$ cat config.mk
export PLATFORM = sky130hd
export DESIGN_NAME = storeFormat
export DESIGN_NICKNAME = d
export VERILOG_FILES = /design/src/common/isaPkg.sv /design/src/subword/storeFormat.sv
export VERILOG_INCLUDE_DIRS = /design/src /design/src/common
export SDC_FILE = /design/constraint.sdc
export NUM_CORES = 1
export LEC_CHECK = 0
export BUFFER_PORTS_ARGS = -buffer_cell sky130_fd_sc_hd__buf_2
export CAP_MARGIN = 20
export CORE_ASPECT_RATIO = 0.7
export CORE_MARGIN = 5
export CORE_UTILIZATION = 44
export DETAILED_ROUTE_END_ITERATION = 8
export PLACE_DENSITY = 0.9
export RECOVER_POWER = 100
export REMOVE_ABC_BUFFERS = 1
export SETUP_SLACK_MARGIN = 0.1
export SLEW_MARGIN = 20
export SYNTH_ARGS = -nofsm -noshare
export SYNTH_HDL_FRONTEND = slang
export SYNTH_SLANG_ARGS = --single-unit
$ cat constraint.sdc
create_clock -name vclk -period 2.58
set_clock_uncertainty 0.1 [all_clocks]
set_input_delay 0.258 -clock vclk [all_inputs]
set_output_delay 0.258 -clock vclk [all_outputs]
set_load 0.05 [all_outputs]
$ cat src/common/lsu_defines.svh
//////////////////////////////////////////////////////////////////////
// Width and depth macros for the load/store unit and its DTIM
//////////////////////////////////////////////////////////////////////

`ifndef LSU_DEFINES_SVH
`define LSU_DEFINES_SVH

// Data path
`define LSU_XLEN 32            // Word width in bits
`define LSU_BYTES 4            // Byte lanes per word

// Data tightly integrated memory
`define LSU_DTIM_WORDS 256     // Words in the DTIM
`define LSU_DTIM_ADR_BITS 8    // Word index width

`endif

$ cat src/common/isaPkg.sv
//////////////////////////////////////////////////////////////////////
// RISC-V encodings for memory operations
// Access sizes follow funct3, AMO functions follow funct7[6:2]
//////////////////////////////////////////////////////////////////////

package isaPkg;

  // Load/store size from funct3
  typedef enum logic [2:0] {
    sizeByte  = 3'b000,   // lb / sb
    sizeHalf  = 3'b001,   // lh / sh
    sizeWord  = 3'b010,   // lw / sw, all AMOs
    sizeByteU = 3'b100,   // lbu
    sizeHalfU = 3'b101    // lhu
  } memSize_e;

  // Atomic function from the upper funct7 bits
  typedef enum logic [4:0] {
    amoAdd  = 5'b00000,
    amoSwap = 5'b00001,
    amoLr   = 5'b00010,   // Load reserved
    amoSc   = 5'b00011,   // Store conditional
    amoXor  = 5'b00100,
    amoOr   = 5'b01000,
    amoAnd  = 5'b01100,
    amoMin  = 5'b10000,
    amoMax  = 5'b10100,
    amoMinu = 5'b11000,
    amoMaxu = 5'b11100
  } amoOp_e;

endpackage

$ cat src/subword/storeFormat.sv
//////////////////////////////////////////////////////////////////////
// Store formatting with lane replication, byte mask and endian swap
//////////////////////////////////////////////////////////////////////

`timescale 1ns/1ps
`include "lsu_defines.svh"

module storeFormat (
  input  isaPkg::memSize_e      size,
  input  logic [1:0]            adrOffset,   // Byte within the word
  input  logic                  bigEndian,
  input  logic [`LSU_XLEN-1:0]  writeData,
  output logic [`LSU_XLEN-1:0]  stWord,      // Memory byte order
  output logic [`LSU_BYTES-1:0] byteMask
);

  logic [`LSU_XLEN-1:0] replWord;

  // Copy the byte or half into every lane so the mask alone picks the target
  always_comb begin
    case (size)
      isaPkg::sizeByte, isaPkg::sizeByteU: replWord = {`LSU_BYTES{writeData[7:0]}};
      isaPkg::sizeHalf, isaPkg::sizeHalfU: replWord = {(`LSU_BYTES/2){writeData[15:0]}};
      default:                             replWord = writeData;
    endcase
  end

  // Whole-word byte reversal in big-endian mode
  always_comb begin
    for (int i = 0; i < `LSU_BYTES; i++) begin
      stWord[8*i +: 8] = bigEndian ? replWord[8*(`LSU_BYTES-1-i) +: 8] : replWord[8*i +: 8];
    end
  end

  always_comb begin
    byteMask = '0;
    case (size)
      isaPkg::sizeByte, isaPkg::sizeByteU: byteMask[adrOffset] = 1'b1;
      isaPkg::sizeHalf, isaPkg::sizeHalfU: byteMask[{adrOffset[1], 1'b0} +: 2] = 2'b11;
      default:                             byteMask = '1;   // Word
    endcase
  end

endmodule

==> results.cfg <==
[yosys]
syn-mean-instance-area_sq_um = 6.58
synthXorXnorAreaFrac_pct = 0
synth_top_area_share_pct = 18.3
yosys.area_share.simple_pct = 20.9
synth_warnings = 0
ys_types = 19
synthTopCellsByArea = mux2i_1, a211oi_1, o22ai_1
synth-compound-area-share_pct = 48.9
synth_adder_area_share_pct = 0
synth_cells = 133
ys_seq_area_share_pct = 0
synth_top_area_cell = mux2i_1
muxShareOfSynthArea_pct = 18.3
synth_area_sq_um = 875
synth_top_family_by_area = compound AO/OA/AOI/OAI gates

[clock_network]
ctsHoldBuffers = 0
postCtsSetupRepairBufs = 0
ctsResizeCount = 0

[critical_path]
setup.worst_path.class = in -> out
critPathRequiredTime_ps = 2220
cp-end-kind = output pin
worstPathArrival_ps = 1950
start_kind = input port
cp_max_fo = 18

[global_route]
grt_max_degree = 26
antenna_found_initial = 0
grt_pass1_wl_microns = 5250
grt_overflow = 0
grt_use_total_pct = 20.8
first_global_vias = 1258

[die]
die-area_sq_um = 2990
die_y_microns = 47.3
rows = 13
start_util_pct = 46.8
die_w_microns = 63.3
boundaryPins = 74
core_area_sq_um = 1870

[power]
p_seq_share_pct = 0
comb_power_share_pct = 100.0
p_per_area_nw_per_um2 = 371
clock_power_share_pct = 0
vdd_drop_max_v = 0.000240
power_w = 0.000433
switching_share_pct = 75.6
p_int_w = 0.000106
p_switching_w = 0.000328
p_leak_nw = 0.503

[final_layout]
final_nets = 236
clkbuf_count = 0
seq_area_sq_um = 0
n_antenna_cell = 0
syn_to_final_growth_pct = 33.5
drive_above_1_share_pct = 28.6
fill_cells = 182
layout_commonest_cell = buf_2
multi_input_area_sq_um = 771
seq_cell_count = 0
final_cell_mix = buf_2, clkbuf_1, o22ai_1, a211oi_1, nor2_1
fin_cells = 218

[placed_design]
placed_cells = 218
gp_congestion = 0.737
port_buffers = 73
hpwl_microns = 2680

[sta]
relSlewSlack_pct = 59.6
final_hold_viol_count = 0
fin_crit_ps = 2310
fmax_ghz = 0.434
setup_tns_ps = 0
rsz0062_at_grt = no
finalCritPeriodShare_pct = 89.4
slew_violations = 0
setup_viol = 0
worstMarginPinSlew_ps = 609

[drt]
vias = 1369
vias_per_cell = 6.28
drtAntennaViolNets = 0
wire_per_inst_microns = 15.8
dr.pass1.iters = 4
routed_wl_microns = 3450
drt_iter0_markers = 52
drc = 0

[job]
maxCapViolations = 0

[run_status]
status = finished, final reports clean

[hold_path]
worst_hold_path_type = in -> out
-- synthesized netlist by cell type --
master    number
buf_2          5
buf_4          2
o22ai_1       24
and2_1         1
a21o_1         3
buf_6          4
a211oi_1      20
nor2b_1        1
mux2i_1       16
o21bai_1       2
nor2_1        17
nand2b_1       3
a21oi_1        8
nor3_1        16
inv_1          2
buf_1          1
a211oi_2       4
nand2_1        2
clkbuf_1       2
-- path summary, 6_finish.rpt --
check / start / endpoint / slack, ps / cells past startpoint
worst max-delay path: bigEndian / stWord[2] / 270 / 5
worst min-delay path: adrOffset[1] / byteMask[2] / 860 / 3
-- per-layer routing --
metal / track usage, % / wire, microns / share of wire [%] / vias up
met3: 2.63 / 303 / 8.8 / 2
met4: 3.32 / 8 / 0.23 / 0
met5: 0 / 0 / 0 / -
met2: 40.5 / 1680 / 49 / 74
li1: - / - / - / 660
met1: 25.6 / 1450 / 42 / 633
-- through the flow --
| stage | utilization, % | hold slack [ps] | setup slack (ps) | cell area (sq um) |
|---|---|---|---|---|
| 2_1_floorplan | - | 593 | 64.8 | 778 |
| 3_3_place_gp | 64.2 | 776 | 631 | 1200 |
| 3_5_place_dp | 64.2 | 798 | 599 | 1200 |
| 4_1_cts | 64.2 | 798 | 592 | 1200 |
| 5_1_grt | 62.4 | 873 | 235 | 1170 |
| 6_report | 62.4 | 862 | 274 | 1170 |
-- cell type report --
type                       instances  area share (%)
timing repair buffer              77            31.0
inverter                           2           0.643
tap                               22            2.36
multi-input combinational        117            66.0
-- cells by family (layout without fill, tap and decap cells) --
kind of cell | count (synthesis) | in the layout
AO/OA/AOI/OAI | 61 | 61
multiplexers | 16 | 16
buffers and inverters | 16 | 79
AND/OR/NAND/NOR | 40 | 40
-- worst max-delay path: stages --
cell      delay, ps
buf_2           320
clkbuf_2        470
o22ai_1         160
a211oi_1        230
clkbuf_1        500
-- power groups by stage --
stage	clock network (W)	logic (W)	registers, W
global route	0	0.000456	0
CTS	0	0.000443	0
detailed placement	0	0.000442	0
floorplan	0	0.000303	0
finish	0	0.000433	0
global placement	0	0.000433	0
(Power assumes the default switching activity.)
