`src/common/lsu_defines.svh`:
```
//////////////////////////////////////////////////////////////////////
// Width and depth macros for the load/store unit and its DTIM
//////////////////////////////////////////////////////////////////////

`ifndef LSU_DEFINES_SVH
`define LSU_DEFINES_SVH

// Data path
`define LSU_XLEN 32            // Word width in bits
`define LSU_BYTES 4            // Byte lanes per word

// Data tightly integrated memory
`define LSU_DTIM_WORDS 256     // Words in the DTIM
`define LSU_DTIM_ADR_BITS 8    // Word index width

`endif

```
`src/common/isaPkg.sv`:
```
//////////////////////////////////////////////////////////////////////
// RISC-V encodings for memory operations
// Access sizes follow funct3, AMO functions follow funct7[6:2]
//////////////////////////////////////////////////////////////////////

package isaPkg;

  // Load/store size from funct3
  typedef enum logic [2:0] {
    sizeByte  = 3'b000,   // lb / sb
    sizeHalf  = 3'b001,   // lh / sh
    sizeWord  = 3'b010,   // lw / sw, all AMOs
    sizeByteU = 3'b100,   // lbu
    sizeHalfU = 3'b101    // lhu
  } memSize_e;

  // Atomic function from the upper funct7 bits
  typedef enum logic [4:0] {
    amoAdd  = 5'b00000,
    amoSwap = 5'b00001,
    amoLr   = 5'b00010,   // Load reserved
    amoSc   = 5'b00011,   // Store conditional
    amoXor  = 5'b00100,
    amoOr   = 5'b01000,
    amoAnd  = 5'b01100,
    amoMin  = 5'b10000,
    amoMax  = 5'b10100,
    amoMinu = 5'b11000,
    amoMaxu = 5'b11100
  } amoOp_e;

endpackage

```
`src/hdl/amoAlu.sv`:
```
//////////////////////////////////////////////////////////////////////
// AMO arithmetic on the old memory word and the register operand
//////////////////////////////////////////////////////////////////////

`timescale 1ns/1ps
`include "lsu_defines.svh"

module amoAlu (
  input  isaPkg::amoOp_e       op,
  input  logic [`LSU_XLEN-1:0] memWord,    // Old value at the address
  input  logic [`LSU_XLEN-1:0] operand,    // rs2
  output logic [`LSU_XLEN-1:0] result      // Value written back
);

  logic lessSigned;
  logic lessUnsigned;

  // Shared comparators for min and max
  assign lessSigned   = $signed(memWord) < $signed(operand);
  assign lessUnsigned = memWord < operand;

  always_comb begin
    case (op)
      isaPkg::amoAdd:  result = memWord + operand;
      isaPkg::amoXor:  result = memWord ^ operand;
      isaPkg::amoOr:   result = memWord | operand;
      isaPkg::amoAnd:  result = memWord & operand;
      isaPkg::amoMin:  result = lessSigned ? memWord : operand;
      isaPkg::amoMax:  result = lessSigned ? operand : memWord;
      isaPkg::amoMinu: result = lessUnsigned ? memWord : operand;
      isaPkg::amoMaxu: result = lessUnsigned ? operand : memWord;
      isaPkg::amoSwap: result = operand;
      default:         result = operand;     // LR and SC carry no arithmetic
    endcase
  end

endmodule

```
`config.mk`:
```
export PLATFORM = sky130hd
export DESIGN_NAME = amoAlu
export DESIGN_NICKNAME = d
export VERILOG_FILES = /design/src/common/isaPkg.sv /design/src/hdl/amoAlu.sv
export VERILOG_INCLUDE_DIRS = /design/src /design/src/common
export SDC_FILE = /design/constraint.sdc
export NUM_CORES = 1
export LEC_CHECK = 0
export BUFFER_PORTS_ARGS = -buffer_cell sky130_fd_sc_hd__buf_2
export CAP_MARGIN = 20
export CORE_MARGIN = 3
export CORE_UTILIZATION = 30
export DETAILED_ROUTE_END_ITERATION = 7
export GPL_TIMING_DRIVEN = 0
export PLACE_DENSITY = 0.54
export SLEW_MARGIN = 5
export SYNTH_ARGS = -nofsm -noshare
export SYNTH_HDL_FRONTEND = slang
export SYNTH_SLANG_ARGS = --single-unit
export TNS_END_PERCENT = 5
```
`constraint.sdc`:
```
create_clock -name vclk -period 7.66
set_input_delay 1.915 -clock vclk [all_inputs]
set_output_delay 1.915 -clock vclk [all_outputs]
set_load 0.02 [all_outputs]
```
==> flow_summary.ini <==
[status]
result_of_the_run = completed

[critical_path]
critical-path-max-stage-delay_ps = 550
cp_slowest_cell = sky130_fd_sc_hd__or4_4
worst-endpoint-required_ps = 5750
timing.critical_path.from_type = input pin
cp.buffers_inverters = 6
largest_delay_share_family_worst_path = compound AO/OA/AOI/OAI gates
critical_path.max_fanout = 10
timing_worst_setup_path_type = input pin to primary output
worstSetupEndpointType = primary output
crit_chain = buf_2, inv_1, ha_1, buf_6, or4_4, nor4b_2, o21a_1, o21a_1, o21a_1, buf_6, mux2i_1, o21ai_4, buf_6, a221oi_1, a21oi_1, buf_2
critical_path_arrival_ps = 5480

[cells_and_area]
clock_buffers = 0
layout.nets = 981
regArea_um2 = 0
area_delta_synth_final_pct = 15.7
antenna_cells_inserted = 0
numSequentialCells = 0
fraction_of_final_layout_cells_with_drive_strength_greater_than_1_pct = 18.3

[route]
remaining_antenna_violation_count_after_routing = 0
post_detailed_routing_wire_length_um = 19200
post_drt_via_cell_ratio = 5.61
drt_pre_antenna_iters = 5
drtIter0Drc = 501
avgRoutedWirePerCell_um = 18.7
drc_errors = 0
dr_total_vias = 5747

[synthesis]
syn-num-nets = 879
yosysTopAreaCellShare_pct = 24.6
synth_top_cells_by_area = sky130_fd_sc_hd__ha_1 25%, sky130_fd_sc_hd__a21oi_1 9.9%, sky130_fd_sc_hd__inv_1 6.4%
synthDominantAreaCellType = sky130_fd_sc_hd__ha_1
synthesis.yosys.warnings = 0
yosys-top-cells-count = 96 x sky130_fd_sc_hd__a21oi_1, 96 x sky130_fd_sc_hd__ha_1, 83 x sky130_fd_sc_hd__inv_1
post_synthesis_instance_area_mm2 = 0.00488
yosysUniqueCellTypes = 69
syn_avg_cell_area_um2 = 6.84
netlist_instances = 713
synth.yosys.seq_area_share_pct = 0

[clocking]
postCtsSetupBuffers = 0
cts.repair.resized = 0
cts-hold-fix-buffers = 0

[floorplan]
chipWidth_um = 133
placeableCoreArea_mm2 = 0.0155
die_height_um = 133
rows = 45
io_pins = 101
fp.dieArea_mm2 = 0.0178
initial_utilization_pct = 31.4

[timing]
tightestPinTransition_ps = 855
max_clock_freq_mhz = 135
timing.slew.headroom_pct = 43.0
min_period_ps = 7400
totalNegativeSetupSlack_ps = 0
setup_viol = 0
hold-worst-slack_ps = 4200
rsz0062_at_grt = false
slew_violations = 0
final-hold-violation-count = 0
layout_worst_path_cycle_share_pct = 96.6

[hold_path]
worst_hold_path_type = input pin to primary output

[flow_run]
maxCapViolations = 0

[global_routing]
grt_util_all_layers_pct = 20.5
grt_max_degree = 11
grt_antenna_before_repair = 0
first_global_vias = 5525
grt_first_pass_wirelength_um = 29900
grt_overflow = 0

[placement]
placement.io_buffers = 100
dp_hpwl_um = 15000
routability_cong = 0.912

[power]
power_per_cell_area_mw_per_mm2 = 66.9
vdd.ir_drop.worst_uv = 19.5
total_leakage_power_nw = 2.69
per-stage QoR:
step	instance area, um^2	cells	setup slack, ps	util (%)	total power, mW
floorplan	4880	713	951	-	0.255
global placement	5640	1024	309	36.3	0.372
detailed placement	5640	1024	305	36.3	0.372
CTS	5640	1024	298	36.3	0.374
global route	5640	1024	83.2	36.3	0.416
finish	5640	1024	262	36.3	0.377
worst paths after layout:
| path | from | endpoint | slack (ps) | cells past startpoint |
|---|---|---|---|---|
| worst min-delay path | operand[26] | result[26] | 4200 | 3 |
| worst max-delay path | operand[13] | result[1] | 260 | 16 |
where the power goes:
part           total (mW)  internal [mW]  switching [mW]
logic               0.377          0.139           0.238
clock network           0              0               0
registers               0              0               0
cell families (layout without fill, tap and decap cells):
| kind of cell | Yosys count | in the layout | share of synthesized area [%] |
|---|---|---|---|
| AOI/OAI and AO/OA | 300 | 300 | 41.6 |
| xor gates and xnor gates | 27 | 27 | 5.23 |
| adders and majority gates | 97 | 97 | 25.0 |
| buffers and inverters | 131 | 231 | 11.6 |
| muxes | 9 | 9 | 1.85 |
| and+or+nand+nor | 149 | 149 | 14.6 |
metal layers:
layer	share of wire, %	track usage, %	up-vias
li1	-	-	2823
met1	48	29.7	2719
met2	45	33.8	189
met3	5.6	1.28	16
met4	1.5	3.89	0
met5	0	0	-
final cells by class:
class | count | area [um^2]
tap | 211 | 264
multi-input combinational | 582 | 4310
timing repair buffer | 100 | 500
inverter | 84 | 315
buffer | 47 | 253
fill | 1738 | 9900
cell usage in the layout (no fill, tap or decap), drive strengths merged, types with 4 or more instances in the layout:
cell	n
o31ai	6
o21a	9
nor2	49
clkbuf	28
inv	84
a2111oi	8
nand4	6
or4	6
a22oi	7
o221ai	5
a221oi	30
nand3	13
mux2i	9
nand2	41
a211oi	13
ha	96
a21oi	97
xnor2	20
o211ai	7
or3	7
o21bai	4
xor2	7
nor4	4
buf	119
nor3	10
o22ai	7
o21ai	66
a21o	14
worst min-delay path, delay by kind of cell:
| family | cells | cell delay (ps) |
|---|---|---|
| buffers and inverters | 2 | 260 |
| AOI/OAI and AO/OA | 1 | 110 |
No activity file was read; power rests on OpenSTA's default activity.
