<file path="config.mk">
export PLATFORM = sky130hd
export DESIGN_NAME = loadExtract
export DESIGN_NICKNAME = d
export VERILOG_FILES = /design/src/common/isaPkg.sv /design/src/subword/loadExtract.sv
export VERILOG_INCLUDE_DIRS = /design/src /design/src/common
export SDC_FILE = /design/constraint.sdc
export NUM_CORES = 1
export LEC_CHECK = 0
export BUFFER_PORTS_ARGS = -buffer_cell sky130_fd_sc_hd__buf_2
export CORE_MARGIN = 2
export CORE_UTILIZATION = 42
export DETAILED_ROUTE_END_ITERATION = 8
export GPL_ROUTABILITY_DRIVEN = 0
export PLACE_DENSITY = 0.83
export SLEW_MARGIN = 40
export SYNTH_ARGS = -nofsm -noshare
export SYNTH_HDL_FRONTEND = slang
export SYNTH_SLANG_ARGS = --single-unit
</file>
<file path="constraint.sdc">
create_clock -name vclk -period 1.8
set_input_delay 0.36 -clock vclk [all_inputs]
set_output_delay 0.36 -clock vclk [all_outputs]
set_load 0.02 [all_outputs]
</file>
<file path="src/common/lsu_defines.svh">
//////////////////////////////////////////////////////////////////////
// Width and depth macros for the load/store unit and its DTIM
//////////////////////////////////////////////////////////////////////

`ifndef LSU_DEFINES_SVH
`define LSU_DEFINES_SVH

// Data path
`define LSU_XLEN 32            // Word width in bits
`define LSU_BYTES 4            // Byte lanes per word

// Data tightly integrated memory
`define LSU_DTIM_WORDS 256     // Words in the DTIM
`define LSU_DTIM_ADR_BITS 8    // Word index width

`endif

</file>
<file path="src/common/isaPkg.sv">
//////////////////////////////////////////////////////////////////////
// RISC-V encodings for memory operations
// Access sizes follow funct3, AMO functions follow funct7[6:2]
//////////////////////////////////////////////////////////////////////

package isaPkg;

  // Load/store size from funct3
  typedef enum logic [2:0] {
    sizeByte  = 3'b000,   // lb / sb
    sizeHalf  = 3'b001,   // lh / sh
    sizeWord  = 3'b010,   // lw / sw, all AMOs
    sizeByteU = 3'b100,   // lbu
    sizeHalfU = 3'b101    // lhu
  } memSize_e;

  // Atomic function from the upper funct7 bits
  typedef enum logic [4:0] {
    amoAdd  = 5'b00000,
    amoSwap = 5'b00001,
    amoLr   = 5'b00010,   // Load reserved
    amoSc   = 5'b00011,   // Store conditional
    amoXor  = 5'b00100,
    amoOr   = 5'b01000,
    amoAnd  = 5'b01100,
    amoMin  = 5'b10000,
    amoMax  = 5'b10100,
    amoMinu = 5'b11000,
    amoMaxu = 5'b11100
  } amoOp_e;

endpackage

</file>
<file path="src/subword/loadExtract.sv">
//////////////////////////////////////////////////////////////////////
// Load extraction with endian swap, lane select and extension
//////////////////////////////////////////////////////////////////////

`timescale 1ns/1ps
`include "lsu_defines.svh"

module loadExtract (
  input  logic [`LSU_XLEN-1:0] rdWord,      // Raw DTIM word
  input  isaPkg::memSize_e     size,
  input  logic [1:0]           adrOffset,
  input  logic                 bigEndian,
  output logic [`LSU_XLEN-1:0] readData
);

  logic [`LSU_XLEN-1:0] leWord;   // Register byte order
  logic [1:0]           lane;
  logic [7:0]           byteVal;
  logic [15:0]          halfVal;

  always_comb begin
    for (int i = 0; i < `LSU_BYTES; i++) begin
      leWord[8*i +: 8] = bigEndian ? rdWord[8*(`LSU_BYTES-1-i) +: 8] : rdWord[8*i +: 8];
    end
  end

  // After the swap, big-endian lanes sit mirrored
  assign lane    = adrOffset ^ {2{bigEndian}};
  assign byteVal = leWord[8*lane +: 8];
  assign halfVal = leWord[16*lane[1] +: 16];

  always_comb begin
    case (size)
      isaPkg::sizeByte:  readData = {{(`LSU_XLEN-8){byteVal[7]}}, byteVal};     // Sign
      isaPkg::sizeHalf:  readData = {{(`LSU_XLEN-16){halfVal[15]}}, halfVal};
      isaPkg::sizeByteU: readData = {{(`LSU_XLEN-8){1'b0}}, byteVal};           // Zero
      isaPkg::sizeHalfU: readData = {{(`LSU_XLEN-16){1'b0}}, halfVal};
      default:           readData = leWord;
    endcase
  end

endmodule

</file>
==> results.sh <==
export IMPL_route_detailed_drc=0
export IMPL_path_cells="buf_12 -> mux2_4 -> a21o_1 -> a31oi_4 -> buf_6 -> a21oi_1 -> buf_4"
export IMPL_antenna_found_initial=0
export IMPL_yosysWarnings=0
export IMPL_instances_no_fill=261
export IMPL_wl_per_cell_um=15.83
export IMPL_die_w_um=56.30
export IMPL_rsz0062_at_grt="true"
export IMPL_synth_nets=185
export IMPL_seqPwrFrac_pct=0
export IMPL_synth_seq_area_share_pct=0
export IMPL_period_share_pct=105.7
export IMPL_design_seq_count=0
export IMPL_layout_common_cells="buf_2, mux2i_1, buf_4"
export IMPL_met2_usage_pct=47.39
export IMPL_netSwitchingFraction_pct=52.42
export IMPL_ios=70
export IMPL_grt_start_max_net_pins=29
export IMPL_areaGrowthSynthToFinish_pct=70.26
export IMPL_p_switching_uw=360.4
export IMPL_dp_cells=257
export IMPL_diodes=0
export IMPL_grt_pass1_wl_um=6210
export IMPL_route_vias_total=1507
export IMPL_drv_cap=0
export IMPL_grt_pass1_vias=1371
export IMPL_leakage_uw=0.0009319
export IMPL_p_comb_share_pct=100.0
export IMPL_cts_hold_buf=0
export IMPL_max_stage_delay_ns=0.32
export IMPL_p_clk_share_pct=0
export IMPL_fmax_mhz=525.6
export IMPL_nets=271
export IMPL_core_um2=2545
export IMPL_ir_drop_mv=0.2373
export IMPL_io_buffers=70
export IMPL_synth_avg_cell_area_um2=7.814
export IMPL_setup_violations=23
export IMPL_postRouteAntennaNets=0
export IMPL_gr_usage_met1_pct=28.07
export IMPL_finalMaxSlewViolations=0
export IMPL_p_int_uw=327.2
export IMPL_finalCriticalPeriod_ns=1.903
export IMPL_grt_overflow_total=0
export IMPL_final_hold_violation_count=0
export IMPL_ys_types=24
export IMPL_routed_wl_um=4131
export IMPL_initial_core_util_pct=45.13
export IMPL_grt_busiest_layer="met2"
export IMPL_crit_type="in2out"
export IMPL_critPathLaunchType="primary input"
export IMPL_n_clock_buffer=0
export IMPL_grt_usage_pct=23.39
export IMPL_dp_hpwl_um=2944
export IMPL_drtIter0Drc=57
export IMPL_drive_above_1_share_pct=61.47
export IMPL_setup_ws_ns=-0.1028
export IMPL_arrival_ns=1.54
export IMPL_std_cell_rows=18
export IMPL_violations="setup timing"
export IMPL_grtUsageMet3_pct=1.613
export IMPL_firstDrtPassIters=4
export IMPL_power_uw=687.6
export IMPL_status="complete, but fails checks"
export IMPL_endpoint_kind="primary output"
export IMPL_critPathSlowestCell="mux2_4"
export IMPL_nFillCells=200
export IMPL_worst_pin_slew_ns=0.3135
export IMPL_register_area_um2=0
export IMPL_final_common_cell="buf_2"
export IMPL_die_area_um2=3169
export IMPL_viasPerCell=5.774
export IMPL_cp_max_fo=6
export IMPL_cellPowerDensity_nw_per_um2=351.6
export IMPL_hold_class="in2out"
export IMPL_die_h_um=56.30
export IMPL_relSlewSlack_pct=78.50
export IMPL_syn_area_um2=1149
export IMPL_cp_required_ns=1.44
export IMPL_synthCells=147
## worst paths after layout
check | start | to | slack [ns] | depth (start not counted)
max | adrOffset[1] | readData[16] | -0.10 | 7
min | rdWord[10] | readData[10] | 1.16 | 4
## cells in the mapped netlist (3+ instances only)
library cell	n	share of area, %
mux4_1	3	6.9
clkbuf_1	5	1.6
mux2_2	14	14
buf_2	7	3.0
o21ai_0	15	6.5
mux2i_1	33	29
o211ai_1	6	3.9
nand2_1	23	7.5
a22oi_1	8	5.2
a21oi_1	10	4.4
a21oi_2	5	3.8
nor2_1	3	0.98
## critical path: cells and delay by family
family	cells	cell delay (ns)
buf+inv	3	0.43
compound gates	3	0.43
mux	1	0.32
## stage by stage
stage	TNS, ns	instance area (µm²)	hold WS [ns]	setup WS (ns)	util, %
2_1_floorplan	-0.5283	1167	0.9810	-0.07468	-
3_3_place_gp	-3.248	1697	1.165	-0.1533	66.67
3_5_place_dp	-4.196	1697	1.171	-0.1870	66.67
4_1_cts	-1.435	1817	1.168	-0.09386	71.39
5_1_grt	-2.842	1956	1.177	-0.1490	76.84
6_report	-1.907	1956	1.164	-0.1028	76.84
## timing repair
action                                  4_1_cts  5_1_grt
resized for setup                            34       31
setup buffers                                 0        2
endpoints found under the setup margin       30       32
cloned                                        1        1
pin swaps                                     2        3
## logic make-up (layout without fill, tap and decap cells)
| group | count (synthesis) | count (layout) | synth area share, % |
|---|---|---|---|
| AO/OA/AOI/OAI | 47 | 47 | 27.67 |
| buffers and inverters | 15 | 99 | 6.971 |
| multiplexers | 53 | 53 | 53.81 |
| AND/OR/NAND/NOR | 32 | 32 | 11.55 |
## layer usage
metal	share of wire (%)	up-vias
li1	-	736
met1	40	690
met3	6.0	8
met4	1.9	0
met5	0	-
met2	52	73
## cell type report
cell class / count / area (µm²) / area share, %
multi-input combinational: 132 / 1174 / 60.01
tap: 30 / 37.54 / 1.919
timing repair buffer: 98 / 740.7 / 37.88
inverter: 1 / 3.754 / 0.1919
## power by group through the flow
stage,clock (µW),combinational (µW),sequential [µW]
finish,0,688,0
global route,0,735,0
CTS,0,629,0
detailed placement,0,578,0
global placement,0,567,0
floorplan,0,360,0
(Power assumes the default switching activity.)
