[config.mk]
export PLATFORM = sky130hd
export DESIGN_NAME = lsuCtrl
export DESIGN_NICKNAME = d
export VERILOG_FILES = /design/src/common/isaPkg.sv /design/src/common/lsuPkg.sv /design/src/hdl/lsuCtrl.sv
export VERILOG_INCLUDE_DIRS = /design/src /design/src/common
export SDC_FILE = /design/constraint.sdc
export NUM_CORES = 1
export LEC_CHECK = 0
export BUFFER_PORTS_ARGS = -buffer_cell sky130_fd_sc_hd__buf_4
export CORE_AREA = 2 2 131 133
export CTS_CLUSTER_DIAMETER = 150
export DETAILED_ROUTE_END_ITERATION = 7
export DIE_AREA = 0 0 133 135
export GPL_TIMING_DRIVEN = 0
export SLEW_MARGIN = 10
export SYNTH_ARGS = -nofsm -noshare
export SYNTH_HDL_FRONTEND = slang
export SYNTH_SLANG_ARGS = --single-unit
[constraint.sdc]
create_clock -name clk -period 2.5 [get_ports clk]
set_clock_uncertainty 0.15 [all_clocks]
set_input_delay 0.75 -clock clk [delete_from_list [all_inputs] [get_ports clk]]
set_output_delay 0.75 -clock clk [all_outputs]
set_load 0.05 [all_outputs]
[src/common/lsu_defines.svh]
//////////////////////////////////////////////////////////////////////
// Width and depth macros for the load/store unit and its DTIM
//////////////////////////////////////////////////////////////////////

`ifndef LSU_DEFINES_SVH
`define LSU_DEFINES_SVH

// Data path
`define LSU_XLEN 32            // Word width in bits
`define LSU_BYTES 4            // Byte lanes per word

// Data tightly integrated memory
`define LSU_DTIM_WORDS 256     // Words in the DTIM
`define LSU_DTIM_ADR_BITS 8    // Word index width

`endif

[src/common/isaPkg.sv]
//////////////////////////////////////////////////////////////////////
// RISC-V encodings for memory operations
// Access sizes follow funct3, AMO functions follow funct7[6:2]
//////////////////////////////////////////////////////////////////////

package isaPkg;

  // Load/store size from funct3
  typedef enum logic [2:0] {
    sizeByte  = 3'b000,   // lb / sb
    sizeHalf  = 3'b001,   // lh / sh
    sizeWord  = 3'b010,   // lw / sw, all AMOs
    sizeByteU = 3'b100,   // lbu
    sizeHalfU = 3'b101    // lhu
  } memSize_e;

  // Atomic function from the upper funct7 bits
  typedef enum logic [4:0] {
    amoAdd  = 5'b00000,
    amoSwap = 5'b00001,
    amoLr   = 5'b00010,   // Load reserved
    amoSc   = 5'b00011,   // Store conditional
    amoXor  = 5'b00100,
    amoOr   = 5'b01000,
    amoAnd  = 5'b01100,
    amoMin  = 5'b10000,
    amoMax  = 5'b10100,
    amoMinu = 5'b11000,
    amoMaxu = 5'b11100
  } amoOp_e;

endpackage

[src/common/lsuPkg.sv]
//////////////////////////////////////////////////////////////////////
// Request, fault and DTIM write types of the load/store unit
//////////////////////////////////////////////////////////////////////

`include "lsu_defines.svh"

package lsuPkg;

  // Memory read/write control, amo reads and writes the same word
  typedef enum logic [1:0] {
    rwNone  = 2'b00,
    rwWrite = 2'b01,
    rwRead  = 2'b10,
    rwAmo   = 2'b11
  } memRw_e;

  // One memory request as it moves from E to M
  typedef struct packed {
    memRw_e               rw;
    isaPkg::memSize_e     size;
    isaPkg::amoOp_e       amoOp;       // Only meaningful with atomic set
    logic                 atomic;      // LR, SC or AMO
    logic [`LSU_XLEN-1:0] adr;         // Byte address
    logic [`LSU_XLEN-1:0] writeData;   // Store data or AMO operand
  } memReq_t;

  typedef struct packed {
    logic loadMisaligned;
    logic storeMisaligned;             // Store, SC or AMO
  } faults_t;

  // DTIM write port
  typedef struct packed {
    logic                          we;
    logic [`LSU_DTIM_ADR_BITS-1:0] index;
    logic [`LSU_BYTES-1:0]         mask;
    logic [`LSU_XLEN-1:0]          data;
  } dtimWr_t;

endpackage

[src/hdl/lsuCtrl.sv]
//////////////////////////////////////////////////////////////////////
// LSU control with E/M and M/W registers, misalignment faults,
// LR/SC reservation and DTIM write gating
//////////////////////////////////////////////////////////////////////

`timescale 1ns/1ps
`include "lsu_defines.svh"

module lsuCtrl (
  input  logic                  clk,
  input  logic                  rst,
  input  logic                  stall,
  input  logic                  flush,
  input  lsuPkg::memReq_t       reqE,
  output lsuPkg::memReq_t       reqM,
  input  logic [`LSU_XLEN-1:0]  readDataM,
  input  logic [`LSU_XLEN-1:0]  amoResultM,   // Already in memory byte order
  input  logic [`LSU_XLEN-1:0]  stWordM,
  input  logic [`LSU_BYTES-1:0] byteMaskM,
  output lsuPkg::faults_t       faultsM,
  output lsuPkg::dtimWr_t       dtimWr,
  output logic [`LSU_XLEN-1:0]  readDataW,
  output logic                  squashScW
);

  logic                          misalignedM;
  logic                          faultM;      // Either fault bit
  logic                          isLrM, isScM, isAmoM;
  logic                          scOkM;       // Reservation matches this SC
  logic                          loadM;       // Result goes to W
  logic [`LSU_DTIM_ADR_BITS-1:0] indexM;
  logic                          resValid;
  logic [`LSU_DTIM_ADR_BITS-1:0] resIndex;

  //////////////////////////////////////////////////////////////////////
  // E to M request register
  //////////////////////////////////////////////////////////////////////
  always_ff @(posedge clk) begin
    if (rst) begin
      reqM <= '0;                                 // rw none
    end else if (!stall) begin
      reqM <= flush ? lsuPkg::memReq_t'('0) : reqE;
    end
  end

  assign indexM = reqM.adr[`LSU_DTIM_ADR_BITS+1:2];

  // Address must be a multiple of the access size
  always_comb begin
    case (reqM.size)
      isaPkg::sizeHalf, isaPkg::sizeHalfU: misalignedM = reqM.adr[0];
      isaPkg::sizeWord:                    misalignedM = |reqM.adr[1:0];
      default:                             misalignedM = 1'b0;
    endcase
  end

  assign faultsM.loadMisaligned  = misalignedM & (reqM.rw == lsuPkg::rwRead);
  assign faultsM.storeMisaligned = misalignedM & reqM.rw[0];   // Write or AMO
  assign faultM = faultsM.loadMisaligned | faultsM.storeMisaligned;

  assign isAmoM = reqM.rw == lsuPkg::rwAmo;
  assign isLrM  = (reqM.rw == lsuPkg::rwRead) & reqM.atomic & (reqM.amoOp == isaPkg::amoLr);
  assign isScM  = (reqM.rw == lsuPkg::rwWrite) & reqM.atomic & (reqM.amoOp == isaPkg::amoSc);
  assign scOkM  = resValid & (resIndex == indexM);
  assign loadM  = (reqM.rw != lsuPkg::rwNone) & ~faultM;

  // DTIM write, a failing SC writes nothing
  assign dtimWr.we    = ~stall & ~faultM &
                        (((reqM.rw == lsuPkg::rwWrite) & ~(isScM & ~scOkM)) | isAmoM);
  assign dtimWr.index = indexM;
  assign dtimWr.mask  = isAmoM ? '1 : byteMaskM;   // AMOs are full words
  assign dtimWr.data  = isAmoM ? amoResultM : stWordM;

  //////////////////////////////////////////////////////////////////////
  // LR reservation
  //////////////////////////////////////////////////////////////////////
  always_ff @(posedge clk) begin
    if (rst) begin
      resValid <= 1'b0;
      resIndex <= '0;
    end else if (!stall && !faultM) begin
      if (isLrM) begin
        resValid <= 1'b1;
        resIndex <= indexM;
      end else if (isScM) begin
        resValid <= 1'b0;                         // Any SC ends the reservation
      end
    end
  end

  // M to W, SC returns the old word
  always_ff @(posedge clk) begin
    if (rst) begin
      readDataW <= '0;
      squashScW <= 1'b0;
    end else if (!stall) begin
      readDataW <= loadM ? readDataM : '0;
      squashScW <= isScM & ~scOkM & ~faultM;
    end
  end

endmodule

==> impl_results.md, run 1 <==
* Most used DFF post-synth: dfxtp_1
* Number of synthesized flops with an enable pin at 0
* Area grow syn2layout at 80.5%
* Top delay family on crit path: simple AND/OR/NAND/NOR gates
* Synth area leader: dfxtp_1
* Pre-antenna DRT Iters at 4
* CP Data Required Time at 1600 ps
* Pwr dens at approximately 640 nW/um^2
* Rel. slew slack at between 30% and 40%
* Syn_area_per_cell at around 10 um^2
* Setup CP Type: flip-flop to output port
* Core Area at 16,400 um^2
* Hold Buf Count CTS at 0
* WP data arrival at 1730 ps
* RR Startpoint: reqM[72]
* DP Wirelength at 13,700 um
* Initial DRC Count at 186
* Netlist Area Pre-Place at between 4000 and 5000 um^2
* Total GRT Usage at 19.4%
* Critical path's slowest cell: o31a_1
* First-pass GRT wire length at ~27,000 um
* Synth Instances at approximately 450
* PnR worst setup slack at -133 ps
* Root Buffer: clkbuf_16
* Worst-path fanout max at 2
* Final instance area at roughly 8200 um^2
* Total clock sinks at 117
* Worst-path clk slew at about 50 ps
* Synth warn at 0
* Synth area leaders: dfxtp_1, a22oi_1, mux2_2
* Final max-slew violation count at 0
* Share of cells above drive strength 1 at between 50% and 60%
* NumNets Final at between 900 and 1,000
* CTS buffer count at 17
* Failing checks: negative setup slack
* Largest stage delay, worst path at around 340 ps
* Placed Area at roughly 7300 um^2
* WL/cell at 17.1 um
* CTS tree: yes
* Max Used Layer: met4
* Status: finished with violations
* H-Tree Depth at 4
* Metal2 WL at 8890 um
* Peak supply drop at 0.000507 V
* CP bufs+invs at 2
* Residual DRC at 0
* # rows at 47
* IO Pins at 334
* Critical path startpoint category: flip-flop
* Post-synth top cells: dfxtp_1, nor2_1, a22oi_1
* Final setup vio count at 3
* Die height at around 140 um
* Crit path cell chain: or2_4, buf_6, o31a_1, nor2b_4, buf_8
* Antenna-violating nets left at 0
* HP Class: flip-flop to flip-flop
* Asr flop ratio synth at 0%
* Die width at 133 um
* Initial core utilization at ~28%
* Seq cells post-synth at 117
* Leakage at 3.73 nW
* MaxCap Viol Count at 0
* Top-count cell post-synth: dfxtp_1
* CTS max path bufs at 2
* HP Start: squashScW
* # diodes at 0
* Worst-Margin Slew at 897 ps
* DRT met1 WL at around 7000 um
* GRT Residual Overflow at 0
* Buffers added on ports at between 300 and 400
* Vias after detailed routing at between 4,000 and 5,000
* GPL Wtd Cong at 0.781
* Netlist cell types at 37
* Top cell type's share of synthesized area at slightly above 50%
* WL met3 at 1490 um
* Crit path from: reqM[72]
* Total power at around 5.3 mW
* Initial antenna violation count at 0
* Fmax at 0.380 GHz
* Largest net degree at the start of global routing at 17
* Part of the Yosys area used for sequential elements at 51.6%
* Syn Nets at 630
* Final hold vios at 0
* Min cycle time layout at 2630 ps
* Element type at the critical path end: output port
* RSZ-0062 raised after global routing: yes
* Final Cycle Share at 105%
* Die Area at about 18,000 um^2
* Clk_lat worst skew at 410 ps
* Post-Route WL at ~18,000 um
* DR vias/cell at 4.61
* Vias in the first global route at around 4,700
state kept, by name, indices dropped and copies added (netlist names):
| register | cells |
|---|---|
| reqM | 67 |
| readDataW | 32 |
| resIndex | 8 |
| dtimWr | 8 |
| resValid | 1 |
| squashScW | 1 |
tightest hold or removal path, cell delays in order, from the launching register on:
cell     delay [ps]
dfxtp_1         310
nand2_1          60
a21oi_1          50
path summary, 6_finish.rpt:
| kind | to | slack (ps) | depth (start not counted) |
|---|---|---|---|
| max | faultsM[0] | -130 | 5 |
| min | squashScW | 320 | 2 |
| max reg2reg | readDataW[7] | 450 | 6 |
| min reg2reg | squashScW | 320 | 2 |
area by class of cell:
| class | instances | area (um^2) |
|---|---|---|
| Fill cell | 1559 | 8210 |
| Clock inverter | 13 | 134 |
| Buffer | 45 | 263 |
| Clock buffer | 19 | 433 |
| Tap cell | 220 | 275 |
| Multi-Input combinational cell | 285 | 2030 |
| Timing Repair Buffer | 339 | 2690 |
| Sequential cell | 117 | 2360 |
| Inverter | 2 | 7.51 |
routing by layer:
metal / vias to the layer above / GRT usage [%]
li1: 2347 / -
met1: 2233 / 22.4
met2: 197 / 33.9
met3: 17 / 6.72
met4: 0 / 6.03
met5: - / 0
metrics by stage:
stage	instances	TNS [ps]	util (%)	worst slack [ps]	hold slack, ps
6_report	1040	-341	49.9	-133	317
5_1_grt	1040	-1070	49.9	-193	331
4_1_cts	1039	-332	49.5	-231	319
3_5_place_dp	1002	-3810	44.6	-451	307
3_3_place_gp	1002	-3730	44.6	-465	303
2_1_floorplan	451	-49.8	-	-49.8	304
placed cells by master, fill, tap and decap left out, types with 2 or more instances in the layout:
cell type / count
bufinv_16: 2
mux2_2: 31
clkinv_2: 5
a21oi_1: 11
a22o_1: 32
dfxtp_2: 7
clkbuf_16: 17
nand3b_1: 2
buf_8: 5
nand2b_1: 4
o21ai_0: 8
clkinvlp_4: 3
nor2_1: 79
buf_6: 35
buf_4: 312
buf_1: 9
a22oi_1: 74
nand3_1: 10
dfxtp_4: 2
clkbuf_1: 22
dfxtp_1: 108
nand2_1: 4
clkinv_4: 2
xnor2_1: 7
report_power, final:
group / switching [mW] / leakage, nW / total (mW) / internal, mW
Combinational: 0.570 / 2.51 / 0.988 / 0.418
Clock: 0.862 / 0.273 / 2.32 / 1.46
Sequential: 0.0456 / 0.956 / 1.97 / 1.92
logic make-up after synthesis:
family | count (synthesis) | synth area share, %
AO/OA/AOI/OAI | 131 | 22.0
XOR/XNOR | 8 | 1.54
buffers and inverters | 49 | 5.35
flip-flops | 117 | 51.6
multiplexers | 32 | 7.94
AND/OR/NAND/NOR | 114 | 11.5
timing repair:
| action | 4_1_cts | 5_1_grt |
|---|---|---|
| setup buffers | 6 | 2 |
| hold endpoints to repair | 0 | 0 |
| resized for setup | 52 | 19 |
| setup endpoints to repair | 39 | 33 |
| pin swaps | 4 | 2 |
Note: power is estimated with default switching activity, not from simulation.
==> run 2, diff against run 1 <==
--- a/config.mk
+++ b/config.mk
@@ -7,11 +7,13 @@
 export NUM_CORES = 1
 export LEC_CHECK = 0
 export BUFFER_PORTS_ARGS = -buffer_cell sky130_fd_sc_hd__buf_4
+export CAP_MARGIN = 20
 export CORE_AREA = 2 2 131 133
 export CTS_CLUSTER_DIAMETER = 150
 export DETAILED_ROUTE_END_ITERATION = 7
 export DIE_AREA = 0 0 133 135
 export GPL_TIMING_DRIVEN = 0
+export PLACE_DENSITY = 0.62
 export SLEW_MARGIN = 10
 export SYNTH_ARGS = -nofsm -noshare
 export SYNTH_HDL_FRONTEND = slang
==> run 2 against run 1 <==
  * The run still ends with negative setup slack left
  * Via count increased by 1.3%
  * Utilization increased by 1.2 points
  * Worst setup slack improved by 49 ps
  * Maximum frequency increased by 1.9%
  * Clock-buffer cell count decreased by 1
  * First-iteration DRC count decreased by 27%
  * Sequential power about the same
  * Critical path type unchanged
  * Critical endpoint is now dtimWr[44]
  * Highest routed layer unchanged
==> impl_results.md, run 2 (synthesized netlist as in run 1, its figures left out) <==
* Fmax at 0.387 GHz (was 0.380 GHz)
* IO Pins at 334 (unchanged)
* Critical path startpoint category: flip-flop (unchanged)
* WL/cell at 17.5 um (was 17.1 um)
* Final max-slew violation count at 0 (unchanged)
* Die height at 135 um (unchanged)
* Initial antenna violation count at 3 (was 0)
* Root Buffer: clkbuf_16 (unchanged)
* Antenna-violating nets left at 0 (unchanged)
* DR vias/cell at 4.64 (was 4.61)
* Leakage at 3.87 nW (was 3.73 nW)
* Min cycle time layout at 2580 ps (was 2630 ps)
* Final setup vio count at 5 (was 3)
* Worst Reg-to-Reg Cells at 6 (unchanged)
* Residual DRC at 0 (unchanged)
* First-pass GRT wire length at 26,500 um (was 26,800 um)
* Final Cycle Share at 103% (was 105%)
* Hold Buf Count CTS at 0 (unchanged)
* Vias after detailed routing at 4,856 (was 4,794)
* Area grow syn2layout at 84.8% (was 80.5%)
* Die Area at 18,000 um^2 (unchanged)
* PnR worst setup slack at -84.7 ps (was -133 ps)
* CTS tree: yes (unchanged)
* Hold slack at 316 ps (was 317 ps)
* GRT Residual Overflow at 0 (unchanged)
* Initial core utilization at 27.7% (unchanged)
* Setup CP Type: flip-flop to output port (unchanged)
* Element type at the critical path end: output port (unchanged)
* Core Area at 16,400 um^2 (unchanged)
* CTS buffer count at 17 (unchanged)
* Most flop-heavy register: reqM (unchanged)
* Buffers added on ports at 331 (unchanged)
* Share of cells above drive strength 1 at 54.7% (was 53.8%)
* Max reg flops at 67 (unchanged)
* MaxCap Viol Count at 0 (unchanged)
* Post-Route WL at 18,300 um (was 17,800 um)
* Final hold vios at 0 (unchanged)
* Pre-antenna DRT Iters at 4 (unchanged)
* Dpl cells at 1,002 (unchanged)
* Final Instance Count excl. Fillers at 1,047 (was 1,040)
* Total GRT Usage at 19.2% (was 19.4%)
* Peak supply drop at 0.000435 V (was 0.000507 V)
* Placement Setup Slack at -479 ps (was -451 ps)
* CTS max path bufs at 2 (unchanged)
* Worst-path clk slew at 60 ps (was 50 ps)
* # rows at 47 (unchanged)
* Setup crit end: dtimWr[44] (was faultsM[0])
* HP Class: flip-flop to flip-flop (unchanged)
* Setup slack, reg-to-reg at 440 ps (was 450 ps)
* Post-Route Utilization at 51.1% (was 49.9%)
* Largest net degree at the start of global routing at 17 (unchanged)
* Rel. slew slack at 36.8% (was 39.7%)
* CP Data Required Time at 1600 ps (about the same)
* RR Startpoint: reqM[74] (was reqM[72])
* Die width at 133 um (unchanged)
* Commonest non-fill, non-tap cells in the layout: buf_4, dfxtp_1, nor2_1 (unchanged)
* Failing checks: negative setup slack (unchanged)
* Total clock sinks at 117 (unchanged)
* Vias in the first global route at 4,773 (was 4,730)
* Crit path from: reqM[72] (unchanged)
* Total power at 5.28 mW (about the same)
* NumNets Final at 990 (was 986)
* Pwr dens at 630 nW/um^2 (was 644 nW/um^2)
* Worst-Margin Slew at 940 ps (was 897 ps)
* Worst-path fanout max at 3 (was 2)
* Status: finished with violations (unchanged)
* Initial DRC Count at 135 (was 186)
* DP Wirelength at 13,600 um (was 13,700 um)
* WP data arrival at 1680 ps (was 1730 ps)
* Largest regs: reqM: 67 flops, readDataW: 32 flops (unchanged)
* GPL Wtd Cong at 0.786 (was 0.781)
* Clk_lat worst skew at 410 ps (about the same)
* Commonest non-fill, non-tap cell in the layout: buf_4 (unchanged)
* Worst R2R End: resIndex[4] (was readDataW[7])
* H-Tree Depth at 4 (unchanged)
* RSZ-0062 raised after global routing: yes (unchanged)
run 2: cell count changes in the layout (fill, tap and decap cells not counted), moves of 4 or more:
cell / previous run / this run
buf_8: 5 / 20
buf_6: 35 / 21
mux2_2: 31 / 17
mux2_4: 1 / 15
dfxtp_1: 108 / 103
dfxtp_2: 7 / 11
run 2: final cells by class:
cell class	instances	area, um^2
Clock buffer	18	439
Multi-Input combinational cell	285	2080
Fill cell	1547	8020
Antenna cell	3	7.51
Sequential cell	117	2370
Tap cell	220	275
Inverter	2	7.51
Clock inverter	14	129
Buffer	45	258
Timing Repair Buffer	343	2830
run 2: worst min path at each step:
stage	startpoint	end	slack, ps	cells after the start
after floorplan	resValid	resValid	300	2
after global placement	squashScW	squashScW	300	2
after detailed placement	readDataW[29]	readDataW[29]	310	1
after CTS	squashScW	squashScW	320	2
after global routing	readDataW[19]	readDataW[19]	330	1
final	squashScW	squashScW	320	2
run 2: per-stage QoR:
| step | instance area [um^2] | TNS (ps) |
|---|---|---|
| after floorplan | 4560 | -49.8 |
| after global placement | 7320 | -4260 |
| after detailed placement | 7320 | -3790 |
| after CTS | 8130 | -433 |
| after global routing | 8390 | -634 |
| final | 8390 | -178 |
run 2: power breakdown:
| group | internal, mW | switching, mW |
|---|---|---|
| Clock | 1.40 | 0.912 |
| Combinational | 0.435 | 0.574 |
| Sequential | 1.92 | 0.0432 |
| Total | 3.76 | 1.53 |
run 2: worst max-delay path: stages (launching register included):
cell,delay [ps]
dfxtp_2,330
or2_4,260
o311a_4,380
o211a_4,160
buf_8,150
run 2: routing by layer:
metal	wire length, um	vias to the layer above	GRT usage, %
met5	0	-	0
met3	1200	25	6.08
met2	9230	193	33.5
li1	-	2363	-
met1	7310	2275	21.7
met4	541	0	8.30
run 2: repair_timing:
item,4_1_cts,5_1_grt
cloned,1,2
endpoints found under the setup margin,39,19
pin swaps,5,4
gates resized for setup,48,55
buffers inserted,7,2
